File: config.mk
export PLATFORM = sky130hd
export DESIGN_NAME = bus_decoder_flat
export DESIGN_NICKNAME = d
export VERILOG_FILES = /design/src/source/main_bus_pkg.sv /design/src/source/main_bus_if.sv /design/src/source/bus_decoder.sv /design/src/flat_wrapper.sv
export VERILOG_INCLUDE_DIRS = /design/src /design/src/include
export SDC_FILE = /design/constraint.sdc
export NUM_CORES = 1
export LEC_CHECK = 0
export ABC_AREA = 1
export BUFFER_PORTS_ARGS = -buffer_cell sky130_fd_sc_hd__buf_2
export CORE_MARGIN = 2
export CORE_UTILIZATION = 45
export CTS_CLUSTER_SIZE = 40
export DETAILED_ROUTE_END_ITERATION = 16
export PLACE_DENSITY = 0.83
export SLEW_MARGIN = 20
export SYNTH_ARGS = -nofsm -noshare
export SYNTH_HDL_FRONTEND = slang
export SYNTH_SLANG_ARGS = --single-unit
File: constraint.sdc
create_clock -name clk96 -period 0.8 [get_ports clk96]
set_input_delay 0 -clock clk96 [delete_from_list [all_inputs] [get_ports clk96]]
set_output_delay 0 -clock clk96 [all_outputs]
set_load 0.005 [all_outputs]
File: src/include/main_bus_defines.svh
`ifndef MAIN_BUS_DEFINES_SVH
`define MAIN_BUS_DEFINES_SVH

// bus widths
`define MB_DATA_W 16
`define MB_ADDR_W 23 // word address, A23..A1

// ram word-address widths
`define PALRAM_AW 11
`define TXVRAM_AW 12

// region bases, byte addresses
`define PALRAM_BASE 24'h400000
`define TXVRAM_BASE 24'h500000 // up to 0x501fff
`define IO_BASE     24'h21c000 // 4 KB page
`define GP9001_BASE 24'h300000
`define SOUND_BASE  24'h600000

// byte offsets inside the i/o page
`define IO_IN1    12'h020
`define IO_IN2    12'h024
`define IO_SYS    12'h028
`define IO_DSWA   12'h02c
`define IO_DSWB   12'h030
`define IO_JMPR   12'h034
`define IO_VCOUNT 12'h03c

// low nibble of gp9001 accesses
`define GP_REG_OFF  4'hc
`define GP_SEL_OFF  4'h8
`define GP_RAMH_OFF 4'h4
`define GP_RAML_OFF 4'h6
`define GP_PTR_OFF  4'h0

`endif

File: src/source/main_bus_pkg.sv
`default_nettype none

`include "main_bus_defines.svh"

package main_bus_pkg;

    typedef logic [`MB_DATA_W-1:0] bus_word_t;
    typedef logic [`MB_ADDR_W-1:0] bus_addr_t; // A23..A1

    // target of one bus cycle
    typedef enum logic [2:0] {
        dev_none,
        dev_palram,
        dev_txvram,
        dev_io,
        dev_gp9001,
        dev_sound
    } dev_sel_t;

    // operation strobes towards the gp9001, held until ack
    typedef struct packed {
        logic select_reg;
        logic write_reg;
        logic write_ram;
        logic read_ram_h;
        logic read_ram_l;
        logic set_ram_ptr;
    } gp9001_op_t;

endpackage

`default_nettype wire

File: src/source/main_bus_if.sv
`timescale 1ns/1ps
`default_nettype none

// one decoded cpu bus cycle, as registered by the decoder
interface main_bus_if;

    main_bus_pkg::dev_sel_t  dev;
    main_bus_pkg::bus_addr_t addr;
    main_bus_pkg::bus_word_t wdata;
    logic                    rw;  // 1 = read
    logic [1:0]              be;  // {upper, lower}, active high

    modport decoder (
        output dev, addr, wdata, rw, be
    );

    modport ram (
        input dev, addr, wdata, rw, be
    );

    modport responder (
        input dev, addr, wdata, rw, be
    );

endinterface

`default_nettype wire

File: src/source/bus_decoder.sv
`timescale 1ns/1ps
`default_nettype none

`include "main_bus_defines.svh"

module bus_decoder (
    input  logic                    clk96,
    input  logic                    reset96,
    input  main_bus_pkg::bus_addr_t addr,
    input  main_bus_pkg::bus_word_t cpu_dout,
    input  logic                    rw,
    input  logic                    as_n,
    input  logic                    uds_n,
    input  logic                    lds_n,
    main_bus_if.decoder             bus
);

    localparam logic [23:0] pal_base = `PALRAM_BASE;
    localparam logic [23:0] txv_base = `TXVRAM_BASE;
    localparam logic [23:0] io_base  = `IO_BASE;
    localparam logic [23:0] gp_base  = `GP9001_BASE;
    localparam logic [23:0] snd_base = `SOUND_BASE;

    // match the high bits of a byte address against the garegga map
    function automatic main_bus_pkg::dev_sel_t decode(input logic [23:0] a);
        main_bus_pkg::dev_sel_t sel;
        sel = main_bus_pkg::dev_none;
        if (a[23:20] == pal_base[23:20])
            sel = main_bus_pkg::dev_palram;   // 0x400000 - 0x4fffff
        else if (a[23:13] == txv_base[23:13])
            sel = main_bus_pkg::dev_txvram;   // 0x500000 - 0x501fff
        else if (a[23:12] == io_base[23:12])
            sel = main_bus_pkg::dev_io;
        else if (a[23:20] == gp_base[23:20])
            sel = main_bus_pkg::dev_gp9001;
        else if (a[23:20] == snd_base[23:20])
            sel = main_bus_pkg::dev_sound;
        return sel;
    endfunction

    always_ff @(posedge clk96 or posedge reset96) begin
        if (reset96) begin
            bus.dev <= main_bus_pkg::dev_none;
        end else if (!as_n) begin
            bus.dev <= decode({addr, 1'b0});
        end else begin
            bus.dev <= main_bus_pkg::dev_none; // idle between cycles
        end
    end

    // cycle payload, only meaningful while dev is not none
    always_ff @(posedge clk96) begin
        if (!as_n) begin
            bus.addr  <= addr;
            bus.wdata <= cpu_dout;
            bus.rw    <= rw;
            bus.be    <= {~uds_n, ~lds_n};
        end
    end

endmodule

`default_nettype wire

File: src/flat_wrapper.sv
// flat-port wrapper written by rule: the top's interface ports become plain ports
module bus_decoder_flat 
  (clk96, reset96, addr, cpu_dout, rw, as_n, uds_n, lds_n, bus_dev, bus_addr, bus_wdata, bus_rw, bus_be);
  main_bus_if bus_i ();
  input  logic clk96;
  input  logic reset96;
  input  main_bus_pkg::bus_addr_t addr;
  input  main_bus_pkg::bus_word_t cpu_dout;
  input  logic rw;
  input  logic as_n;
  input  logic uds_n;
  input  logic lds_n;
  output wire logic [$bits(bus_i.dev)-1:0] bus_dev;
  output wire logic [$bits(bus_i.addr)-1:0] bus_addr;
  output wire logic [$bits(bus_i.wdata)-1:0] bus_wdata;
  output wire logic [$bits(bus_i.rw)-1:0] bus_rw;
  output wire logic [$bits(bus_i.be)-1:0] bus_be;
  assign bus_dev = bus_i.dev;
  assign bus_addr = bus_i.addr;
  assign bus_wdata = bus_i.wdata;
  assign bus_rw = bus_i.rw;
  assign bus_be = bus_i.be;
  bus_decoder u_core (.clk96(clk96), .reset96(reset96), .addr(addr), .cpu_dout(cpu_dout), .rw(rw), .as_n(as_n), .uds_n(uds_n), .lds_n(lds_n), .bus(bus_i));
endmodule
==> metrics.cfg <==
[power_and_ir_drop]
pwr-share-seq_pct=61.7
p_sw_w=0.00109
p_int_w=0.00348
peakVddDrop_mv=1.29
powerDensity_mw_per_mm2=1780
clock_power_share_pct=24.4
swShare_pct=23.8
comb_power_share_pct=13.8
p_leak_nw=1.15

[placement]
io_buffers=89
placedCellCount=216
place_area_mm2=0.00204
gp_congestion=0.837
post-dp-hpwl_mm=2.34

[clock_tree]
cts.sinks=45
cts_buffer_depth=2
root_buffer=clkbuf_4
cts_buffers=5
cts_tree=built
clkTransAtPathRegs_ns=0.15
cts_setup_buffers=0
htreeDepth=2

[worst_setup_path]
criticalPathCategory=flop to output pin
max_stage_delay_ns=0.43
critical_path_arrival_ns=0.96
crit_end=bus_addr[8]
required_ns=0.80
path_depth=1
cp_max_fo=1
startpoint=u_core.bus.addr[8]
crit_family=flip-flops
crit_buf_inv=1
end_kind=output pin
cp-start-kind=flop
crit_slowest_cell=edfxtp_1
crit_chain=buf_2

[sta]
fin_crit_ns=0.957
timing.final.crit_share_pct=120
worstMarginPinSlew_ns=0.203
worst_slack_ns=-0.157
rsz0062_at_grt=yes
setup-violations-final=47
finalHoldViolations=0
slew_headroom_pct=86.4
final_max_slew_viol_count=0
max_freq_ghz=1.04

[synthesis]
synth_xor_area_share_pct=0
ys_ff_latch=45
synth-adder-area-share_pct=0
syn_area_per_cell_um2=18.4
synth_mux_area_share_pct=0
syn_nets=126
synth_top_family_by_area=simple AND/OR/NAND/NOR gates
synth_compound_area_share_pct=0.671
ys_types=10
synthCells=81
synth_area_mm2=0.00149
synth_warnings=0
seq_area_frac_synth_pct=89.6
synth-simple-area-share_pct=6.46

[grt]
met3_usage_pct=5.25
overflow=0
grt_max_degree=23
busiest_layer=met2
met2_usage_pct=40.9
grt_pass1_vias=1241
grt_antenna_before_repair=0
use_met1_pct=26.1
grt_pass1_wl_mm=5.97
grt_usage_pct=23.4

[routing]
drt-pass1-iter-count=4
vias=1288
wl_mm=4.52
drt-vias-per-instance=4.77
dr.first_iter.drc_count=81
route.detailed.drc=0
ant_nets=0
drt-wirelength-per-cell_um=16.7

[finish]
area_delta_synth_final_pct=71.6
multiInputGateArea_um2=110
nNetsFinal=270
regArea_mm2=0.00134
finalInstanceArea_mm2=0.00256
nFillCells=178
final_cell_mix=buf_2 (89), dlygate4sd3_1 (46), edfxtp_1 (42)
diodes=0
final_common_cell=buf_2
final_cell_count_no_fill=270
drive_gt1_share_pct=46.0

[status]
violations=setup timing
status=finished with violations

[floorplanning]
start_util_pct=48.1
rows=20
ios=90
fp.coreArea_mm2=0.00310
die_x_um=61.6
die_area_mm2=0.00379
fp.dieH_um=61.6

[min_path]
hold_path_class=input pin to flop

[job]
cap_violations=0

==> metrics by stage <==
step | total power, W | setup WS, ns | hold WS [ns] | setup TNS (ns) | util (%)
6_report | 0.00457 | -0.157 | 0.0304 | -4.30 | 82.5
5_1_grt | 0.00472 | -0.208 | 0.0394 | -6.00 | 82.5
4_1_cts | 0.00447 | -0.123 | -0.152 | -3.13 | 81.0
3_5_place_dp | 0.00329 | 0.0739 | -0.133 | 0 | 65.6
3_3_place_gp | 0.00327 | 0.0827 | -0.139 | 0 | 65.6
2_1_floorplan | 0.00296 | -0.165 | -0.246 | -7.13 | -
==> worst min-delay path by stage <==
stage,startpoint,to,cells after the start
after detailed placement,reset96,u_core.bus.dev[0],2
after CTS,addr[22],u_core.bus.addr[22],1
after global placement,reset96,u_core.bus.dev[0],2
final,addr[20],u_core.bus.dev[1],4
after floorplan,reset96,u_core.bus.dev[0],1
after global routing,reset96,u_core.bus.dev[0],3
==> metal layers <==
| metal | vias up | share of wire, % |
|---|---|---|
| met5 | - | 0 |
| met2 | 98 | 51 |
| met3 | 12 | 9.8 |
| met1 | 605 | 36 |
| met4 | 0 | 3.1 |
| li1 | 573 | - |
==> sequential cells by signal, indices dropped and copies added (netlist names) <==
name              count
u_core.bus.be         2
u_core.bus.wdata     16
u_core.bus.rw         1
u_core.bus.addr      23
u_core.bus.dev        3
==> area by class of cell <==
type | count | share of cell area [%]
Sequential cell | 45 | 52.2
Timing Repair Buffer | 137 | 37.0
Clock inverter | 3 | 0.831
Multi-Input combinational cell | 23 | 4.30
Tap cell | 44 | 2.15
Clock buffer | 5 | 1.47
Inverter | 13 | 2.05
==> kinds of logic (layout without fill, tap and decap cells) <==
logic type | Yosys count | in the layout
DFF | 45 | 45
buffers and inverters | 13 | 158
and+or+nand+nor | 21 | 21
AOI/OAI and AO/OA | 2 | 2
==> power by group through the flow <==
| stage | registers, W | logic [W] | clock network [W] |
|---|---|---|---|
| 2_1_floorplan | 0.00289 | 0.0000695 | 0 |
| 3_3_place_gp | 0.00285 | 0.000415 | 0 |
| 3_5_place_dp | 0.00286 | 0.000428 | 0 |
| 4_1_cts | 0.00280 | 0.000590 | 0.00107 |
| 5_1_grt | 0.00283 | 0.000680 | 0.00121 |
| 6_report | 0.00282 | 0.000632 | 0.00112 |
==> repair_timing <==
action / in CTS / in global routing
hold endpoints to repair: 47 / 5
resized for setup: 0 / 1
hold buffers: 42 / 6
pin swaps: 0 / 1
endpoints found under the setup margin: 45 / 48
==> synthesized netlist by cell type <==
master,n,area share [%]
nand3_1,2,0.67
nand4_1,3,1.3
inv_1,11,2.8
nor2_1,5,1.3
nand2_1,10,2.5
a21oi_1,2,0.67
edfxtp_1,42,85
dfrtp_1,3,5.0
nor2_4,1,0.75
inv_2,2,0.50
(Power assumes the default switching activity.)
