--- src/include/main_bus_defines.svh ---
`ifndef MAIN_BUS_DEFINES_SVH
`define MAIN_BUS_DEFINES_SVH

// bus widths
`define MB_DATA_W 16
`define MB_ADDR_W 23 // word address, A23..A1

// ram word-address widths
`define PALRAM_AW 11
`define TXVRAM_AW 12

// region bases, byte addresses
`define PALRAM_BASE 24'h400000
`define TXVRAM_BASE 24'h500000 // up to 0x501fff
`define IO_BASE     24'h21c000 // 4 KB page
`define GP9001_BASE 24'h300000
`define SOUND_BASE  24'h600000

// byte offsets inside the i/o page
`define IO_IN1    12'h020
`define IO_IN2    12'h024
`define IO_SYS    12'h028
`define IO_DSWA   12'h02c
`define IO_DSWB   12'h030
`define IO_JMPR   12'h034
`define IO_VCOUNT 12'h03c

// low nibble of gp9001 accesses
`define GP_REG_OFF  4'hc
`define GP_SEL_OFF  4'h8
`define GP_RAMH_OFF 4'h4
`define GP_RAML_OFF 4'h6
`define GP_PTR_OFF  4'h0

`endif

--- src/source/main_bus_pkg.sv ---
`default_nettype none

`include "main_bus_defines.svh"

package main_bus_pkg;

    typedef logic [`MB_DATA_W-1:0] bus_word_t;
    typedef logic [`MB_ADDR_W-1:0] bus_addr_t; // A23..A1

    // target of one bus cycle
    typedef enum logic [2:0] {
        dev_none,
        dev_palram,
        dev_txvram,
        dev_io,
        dev_gp9001,
        dev_sound
    } dev_sel_t;

    // operation strobes towards the gp9001, held until ack
    typedef struct packed {
        logic select_reg;
        logic write_reg;
        logic write_ram;
        logic read_ram_h;
        logic read_ram_l;
        logic set_ram_ptr;
    } gp9001_op_t;

endpackage

`default_nettype wire

--- src/source/main_bus_if.sv ---
`timescale 1ns/1ps
`default_nettype none

// one decoded cpu bus cycle, as registered by the decoder
interface main_bus_if;

    main_bus_pkg::dev_sel_t  dev;
    main_bus_pkg::bus_addr_t addr;
    main_bus_pkg::bus_word_t wdata;
    logic                    rw;  // 1 = read
    logic [1:0]              be;  // {upper, lower}, active high

    modport decoder (
        output dev, addr, wdata, rw, be
    );

    modport ram (
        input dev, addr, wdata, rw, be
    );

    modport responder (
        input dev, addr, wdata, rw, be
    );

endinterface

`default_nettype wire

--- src/source/bus_responder.sv ---
`timescale 1ns/1ps
`default_nettype none

`include "main_bus_defines.svh"

module bus_responder (
    input  logic                     clk96,
    input  logic                     reset96,
    main_bus_if.responder            bus,
    input  main_bus_pkg::bus_word_t  palram_q,
    input  main_bus_pkg::bus_word_t  txvram_q,
    input  main_bus_pkg::bus_word_t  gp9001_dout,
    input  logic                     gp9001_ack,
    input  logic [9:0]               joystick1,
    input  logic [9:0]               joystick2,
    input  logic [3:0]               start_button,
    input  logic [3:0]               coin_input,
    input  logic                     service,
    input  logic                     dip_test,
    input  logic [7:0]               dipsw_a,
    input  logic [7:0]               dipsw_b,
    input  logic [7:0]               dipsw_c,
    input  logic                     hsync,
    input  logic                     vsync,
    input  logic                     fblank,
    input  logic [8:0]               v,
    output main_bus_pkg::bus_word_t  cpu_din,
    output logic [7:0]               sound_latch,
    output logic                     z80_int,
    output main_bus_pkg::gp9001_op_t gp9001_op
);

    logic [11:0]             io_off;
    logic [3:0]              gp_off;
    logic                    io_rd;
    logic                    gp_rd;
    logic                    gp_wr;
    logic                    sound_wr;
    logic [7:0]              p1_ctrl;
    logic [7:0]              p2_ctrl;
    logic [7:0]              sys_ctrl;
    main_bus_pkg::bus_word_t video_status;
    main_bus_pkg::bus_word_t rdata;

    assign io_off   = {bus.addr[10:0], 1'b0}; // byte offset in the i/o page
    assign gp_off   = {bus.addr[2:0], 1'b0};
    assign io_rd    = bus.dev == main_bus_pkg::dev_io && bus.rw;
    assign gp_rd    = bus.dev == main_bus_pkg::dev_gp9001 && bus.rw;
    assign gp_wr    = bus.dev == main_bus_pkg::dev_gp9001 && !bus.rw;
    assign sound_wr = bus.dev == main_bus_pkg::dev_sound && !bus.rw;

    // cabinet inputs are active high here and the game expects active low
    assign p1_ctrl  = {1'b0, ~joystick1[6], ~joystick1[5], ~joystick1[4],
                       ~joystick1[0], ~joystick1[1], ~joystick1[2], ~joystick1[3]};
    assign p2_ctrl  = {1'b0, ~joystick2[6], ~joystick2[5], ~joystick2[4],
                       ~joystick2[0], ~joystick2[1], ~joystick2[2], ~joystick2[3]};
    assign sys_ctrl = {1'b0, ~start_button[1], ~start_button[0], ~coin_input[1],
                       ~coin_input[0], ~dip_test, 1'b0, ~service};

    // sync and blank bits over a line count that saturates at 0xff
    assign video_status = {hsync, vsync, 5'b11111, fblank, v[8] ? 8'hff : v[7:0]};

    always_comb begin
        rdata = '0;
        if (bus.dev == main_bus_pkg::dev_palram && bus.rw) begin
            rdata = palram_q;
        end else if (bus.dev == main_bus_pkg::dev_txvram && bus.rw) begin
            rdata = txvram_q;
        end else if (gp_rd) begin
            rdata = gp9001_dout;
        end else if (io_rd) begin
            case (io_off)
                `IO_IN1:    rdata = {2{p1_ctrl}};
                `IO_IN2:    rdata = {2{p2_ctrl}};
                `IO_SYS:    rdata = {dipsw_c, sys_ctrl};
                `IO_DSWA:   rdata = {2{dipsw_a}};
                `IO_DSWB:   rdata = {2{dipsw_b}};
                `IO_JMPR:   rdata = {2{dipsw_c}};
                `IO_VCOUNT: rdata = video_status;
                default:    rdata = '0; // coin counter and the rest
            endcase
        end
    end

    always_ff @(posedge clk96 or posedge reset96) begin
        if (reset96) begin
            cpu_din <= '0;
        end else begin
            cpu_din <= rdata;
        end
    end

    // sound latch towards the z80
    always_ff @(posedge clk96 or posedge reset96) begin
        if (reset96) begin
            sound_latch <= 8'h00;
            z80_int     <= 1'b0;
        end else begin
            if (sound_wr) begin
                sound_latch <= bus.wdata[7:0];
            end
            z80_int <= sound_wr; // high for the rest of the write cycle
        end
    end

    // gp9001 strobes accumulate until acknowledged outside an i/o access
    always_ff @(posedge clk96 or posedge reset96) begin
        if (reset96) begin
            gp9001_op <= '0;
        end else if (gp_rd) begin
            case (gp_off)
                `GP_RAMH_OFF: gp9001_op.read_ram_h <= 1'b1;
                `GP_RAML_OFF: gp9001_op.read_ram_l <= 1'b1;
                default: ;
            endcase
        end else if (gp_wr) begin
            case (gp_off)
                `GP_REG_OFF:               gp9001_op.write_reg   <= 1'b1;
                `GP_SEL_OFF:               gp9001_op.select_reg  <= 1'b1;
                `GP_RAMH_OFF, `GP_RAML_OFF: gp9001_op.write_ram  <= 1'b1;
                `GP_PTR_OFF:               gp9001_op.set_ram_ptr <= 1'b1;
                default: ;
            endcase
        end else if (bus.dev != main_bus_pkg::dev_io && gp9001_ack) begin
            gp9001_op <= '0;
        end
    end

endmodule

`default_nettype wire

--- src/flat_wrapper.sv ---
// flat-port wrapper written by rule: the top's interface ports become plain ports
module bus_responder_flat 
  (clk96, reset96, palram_q, txvram_q, gp9001_dout, gp9001_ack, joystick1, joystick2, start_button, coin_input, service, dip_test, dipsw_a, dipsw_b, dipsw_c, hsync, vsync, fblank, v, cpu_din, sound_latch, z80_int, gp9001_op, bus_dev, bus_addr, bus_wdata, bus_rw, bus_be);
  main_bus_if bus_i ();
  input  logic clk96;
  input  logic reset96;
  input  main_bus_pkg::bus_word_t palram_q;
  input  main_bus_pkg::bus_word_t txvram_q;
  input  main_bus_pkg::bus_word_t gp9001_dout;
  input  logic gp9001_ack;
  input  logic [9:0] joystick1;
  input  logic [9:0] joystick2;
  input  logic [3:0] start_button;
  input  logic [3:0] coin_input;
  input  logic service;
  input  logic dip_test;
  input  logic [7:0] dipsw_a;
  input  logic [7:0] dipsw_b;
  input  logic [7:0] dipsw_c;
  input  logic hsync;
  input  logic vsync;
  input  logic fblank;
  input  logic [8:0] v;
  output main_bus_pkg::bus_word_t cpu_din;
  output logic [7:0] sound_latch;
  output logic z80_int;
  output main_bus_pkg::gp9001_op_t gp9001_op;
  input wire logic [$bits(bus_i.dev)-1:0] bus_dev;
  input wire logic [$bits(bus_i.addr)-1:0] bus_addr;
  input wire logic [$bits(bus_i.wdata)-1:0] bus_wdata;
  input wire logic [$bits(bus_i.rw)-1:0] bus_rw;
  input wire logic [$bits(bus_i.be)-1:0] bus_be;
  assign bus_i.dev = bus_dev;
  assign bus_i.addr = bus_addr;
  assign bus_i.wdata = bus_wdata;
  assign bus_i.rw = bus_rw;
  assign bus_i.be = bus_be;
  bus_responder u_core (.clk96(clk96), .reset96(reset96), .bus(bus_i), .palram_q(palram_q), .txvram_q(txvram_q), .gp9001_dout(gp9001_dout), .gp9001_ack(gp9001_ack), .joystick1(joystick1), .joystick2(joystick2), .start_button(start_button), .coin_input(coin_input), .service(service), .dip_test(dip_test), .dipsw_a(dipsw_a), .dipsw_b(dipsw_b), .dipsw_c(dipsw_c), .hsync(hsync), .vsync(vsync), .fblank(fblank), .v(v), .cpu_din(cpu_din), .sound_latch(sound_latch), .z80_int(z80_int), .gp9001_op(gp9001_op));
endmodule
--- config.mk ---
export PLATFORM = sky130hd
export DESIGN_NAME = bus_responder_flat
export DESIGN_NICKNAME = d
export VERILOG_FILES = /design/src/source/main_bus_pkg.sv /design/src/source/main_bus_if.sv /design/src/source/bus_responder.sv /design/src/flat_wrapper.sv
export VERILOG_INCLUDE_DIRS = /design/src /design/src/include
export SDC_FILE = /design/constraint.sdc
export NUM_CORES = 1
export LEC_CHECK = 0
export BUFFER_PORTS_ARGS = -buffer_cell sky130_fd_sc_hd__buf_2
export CORE_UTILIZATION = 38
export DETAILED_ROUTE_END_ITERATION = 12
export PLACE_DENSITY = 0.78
export SLEW_MARGIN = 20
export SYNTH_ARGS = -nofsm -noshare
export SYNTH_HDL_FRONTEND = slang
export SYNTH_SLANG_ARGS = --single-unit
export TNS_END_PERCENT = 5
--- constraint.sdc ---
create_clock -name clk96 -period 0.8 [get_ports clk96]
set_input_delay 0.08 -clock clk96 [delete_from_list [all_inputs] [get_ports clk96]]
set_output_delay 0.08 -clock clk96 [all_outputs]
set_load 0.1 [all_outputs]
==> metrics.yaml <==
clockRootBuffer: "clkbuf_8"
grt_pass1_vias: 2857
final_antenna_net_count: 0
dp_hpwl_mm: 7.55
wl_per_cell_microns: 18.6
rr_startpoint: "u_core.sound_latch[0]$_DFFE_PP0P_"
avgViaCountPerCell: 5.64
clock_skew_ns: 0
max-vdd-ir-drop_mv: 1.29
antenna_cells: 0
crit_end: "u_core.cpu_din[4]$_DFF_PP0_"
grt_start_max_net_pins: 32
die_w_microns: 77.6
rr_endpoint: "u_core.sound_latch[0]$_DFFE_PP0P_"
leakagePower_nw: 1.99
layoutNonFillerInstCount: 521
path_buf_inv: 2
ys_ff_latch: 31
drc: 0
fmax_mhz: 827
post-route-period-util_pct: 151
cp.depth: 6
final_common_cell: "buf_2"
critPathArrivalTime_ns: 1.34
drt_iter0_drc: 205
rsz0062_at_grt: "true"
cts_buffer_depth: 2
cts_sinks: 31
clk_pin_slew_ns: 0.06
hold_class: "input port to flip-flop"
worstPathCellList: "buf_4, buf_4, nand2b_1, a32o_1, a211oi_1, o22ai_1"
start_util_pct: 39.4
h-tree-depth: 2
min_period_ns: 1.21
syn_nets: 406
worst_skew_pair.late_latency_ns: 0.28
synth-edff-count: 0
cpMostUsedCell: "buf_4"
status: "finished with violations"
globalRoute.totalOverflow: 0
whs_ns: 0.0384
fill_cells: 358
worstPathMaxFanout: 12
async_flop_share_pct: 100
grtUsageMet1_pct: 38.7
postLayoutCellArea_sq_um: 4200
die_area_sq_um: 6020
met3_usage_pct: 6.12
avgSynthCellArea_sq_um: 8.90
dpl.cell_count: 511
core_area_sq_um: 5510
die_h_microns: 77.6
end_kind: "flip-flop"
syn2layout_area_growth_pct: 93.6
drive_gt1_share_pct: 60.4
io_buffer_count: 160
grt_pass1_wl_mm: 14.7
path_delay_family: "compound AO/OA/AOI/OAI gates"
fin_setup_tns_ns: -10.45
cp.required_ns: 0.93
timing.final.ws_setup_ns: -0.409
top_usage_layer: "met2"
num_rows: 27
min-delay-start: "bus_wdata[1]"
worst_pin_slew_ns: 0.591
slew_viol_final: 0
ys.flop_type: "dfrtp_1"
r2r_slack_ns: -0.02
final_hold_viol_count: 0
powerDensity_nw_per_um2: 1440
route.vias.total: 2938
layout_common_cells: "buf_2, buf_4, buf_12, dfrtp_1, nor2_1"
yosysWarningCount: 0
syn_area_sq_um: 2170
startpoint_type: "input port"
num_io_pins: 193
synth_cell_type_count: 50
max_stage_delay_ns: 0.35
slew_headroom_pct: 60.4
slowest_stage: "a211oi_1"
drt_wl_total_mm: 9.71
drt-pass1-iter-count: 5
cp-startpoint: "bus_addr[3]"
ys_seq_area_share_pct: 35.7
syn_inst: 244
place_congestion: 0.933
violations: "setup timing"
setup_viol: 61
min_delay_path_depth: 2
maxCapViolations: 0
reg2reg_depth: 1
final_nets: 611
path_class: "input port to flip-flop"
placed_area_sq_um: 3880
met2_usage_pct: 57.0
grt_antenna_before_repair: 0
grt_use_total_pct: 31.9
cts_buffers: 5
cts_tree: "built"
-- cell type report --
class	count	area [sq um]	share of cell area (%)
clock inverter	1	5.00	0.119
multi-input combinational	188	1420	33.9
timing repair buffer	216	1800	42.8
sequential	31	776	18.5
inverter	7	26.3	0.625
tap	72	90.1	2.14
clock buffer	6	82.6	1.96
-- cells in the mapped netlist, types with 2 or more instances --
cell type   n  area [sq um]
dfrtp_1    31           776
nor2_1     24          90.1
o22ai_1    23           144
a21oi_1    20           100
nand2b_1   15          93.8
a211oi_1   10          75.1
clkbuf_1    8          30.0
mux2_2      8          90.1
a222oi_1    7          70.1
inv_1       7          26.3
a32o_1      6          60.1
buf_2       6          30.0
nand3_1     6          30.0
or3_1       6          37.5
or2_2       5          31.3
a21o_1      4          30.0
nand2_1     4          15.0
nor2b_1     4          25.0
nor3_1      4          20.0
o21ai_0     4          20.0
a2111oi_0   3          26.3
a22o_1      3          26.3
a31oi_1     3          18.8
o21ai_1     3          15.0
buf_6       2          22.5
nand3b_1    2          15.0
nand4b_1    2          17.5
nor4bb_1    2          20.0
-- state kept, by name (all words and copies together) (netlist names) --
name	count
u_core.cpu_din	16
u_core.sound_latch	8
u_core.z80_int	1
u_core.gp9001_op	6
-- routing by layer --
layer / up-vias / wire length [microns] / share of wire, %
li1: 1348 / - / -
met1: 1392 / 3790 / 39
met2: 172 / 4980 / 51
met3: 26 / 736 / 7.6
met4: 0 / 199 / 2.0
met5: - / 0 / 0
-- worst min-delay path by stage --
stage,to,slack [ns]
finish,u_core.sound_latch[1]$_DFFE_PP0P_,0.04
global placement,u_core.cpu_din[12]$_DFF_PP0_,0.13
CTS,u_core.sound_latch[2]$_DFFE_PP0P_,0.04
floorplan,u_core.cpu_din[0]$_DFF_PP0_,0.18
global route,u_core.sound_latch[1]$_DFFE_PP0P_,0.04
detailed placement,u_core.cpu_din[12]$_DFF_PP0_,0.14
-- timing repair --
| item | in CTS | in global routing |
|---|---|---|
| gates resized for setup | 39 | 17 |
| pin swaps | 5 | 2 |
| endpoints found under the hold margin | 31 | 0 |
| hold buffers | 1 | 0 |
| cloned | 1 | 0 |
| setup buffers | 1 | 0 |
| endpoints found under the setup margin | 61 | 61 |
-- logic make-up after synthesis --
family | after synthesis | synth area share [%]
AOI/OAI and AO/OA | 91 | 28.8
and+or+nand+nor | 87 | 24.7
DFF | 31 | 35.7
buffers and inverters | 26 | 6.17
muxes | 8 | 4.15
xor gates and xnor gates | 1 | 0.404
-- stage by stage --
stage	util, %	power (mW)	worst slack [ns]
2_1_floorplan	-	3.32	-0.463
3_3_place_gp	70.4	4.61	-0.681
3_5_place_dp	70.4	4.68	-0.733
4_1_cts	75.2	6.00	-0.334
5_1_grt	76.3	6.25	-0.434
6_report	76.3	6.06	-0.409
-- report_power, final --
| part | internal, mW | switching, mW | leakage [nW] |
|---|---|---|---|
| sequential | 1.70 | 0.132 | 0.410 |
| clock | 0.674 | 0.569 | 0.0470 |
| combinational | 1.28 | 1.70 | 1.54 |
| total | 3.66 | 2.40 | 1.99 |
No activity file was read; power rests on OpenSTA's default activity.
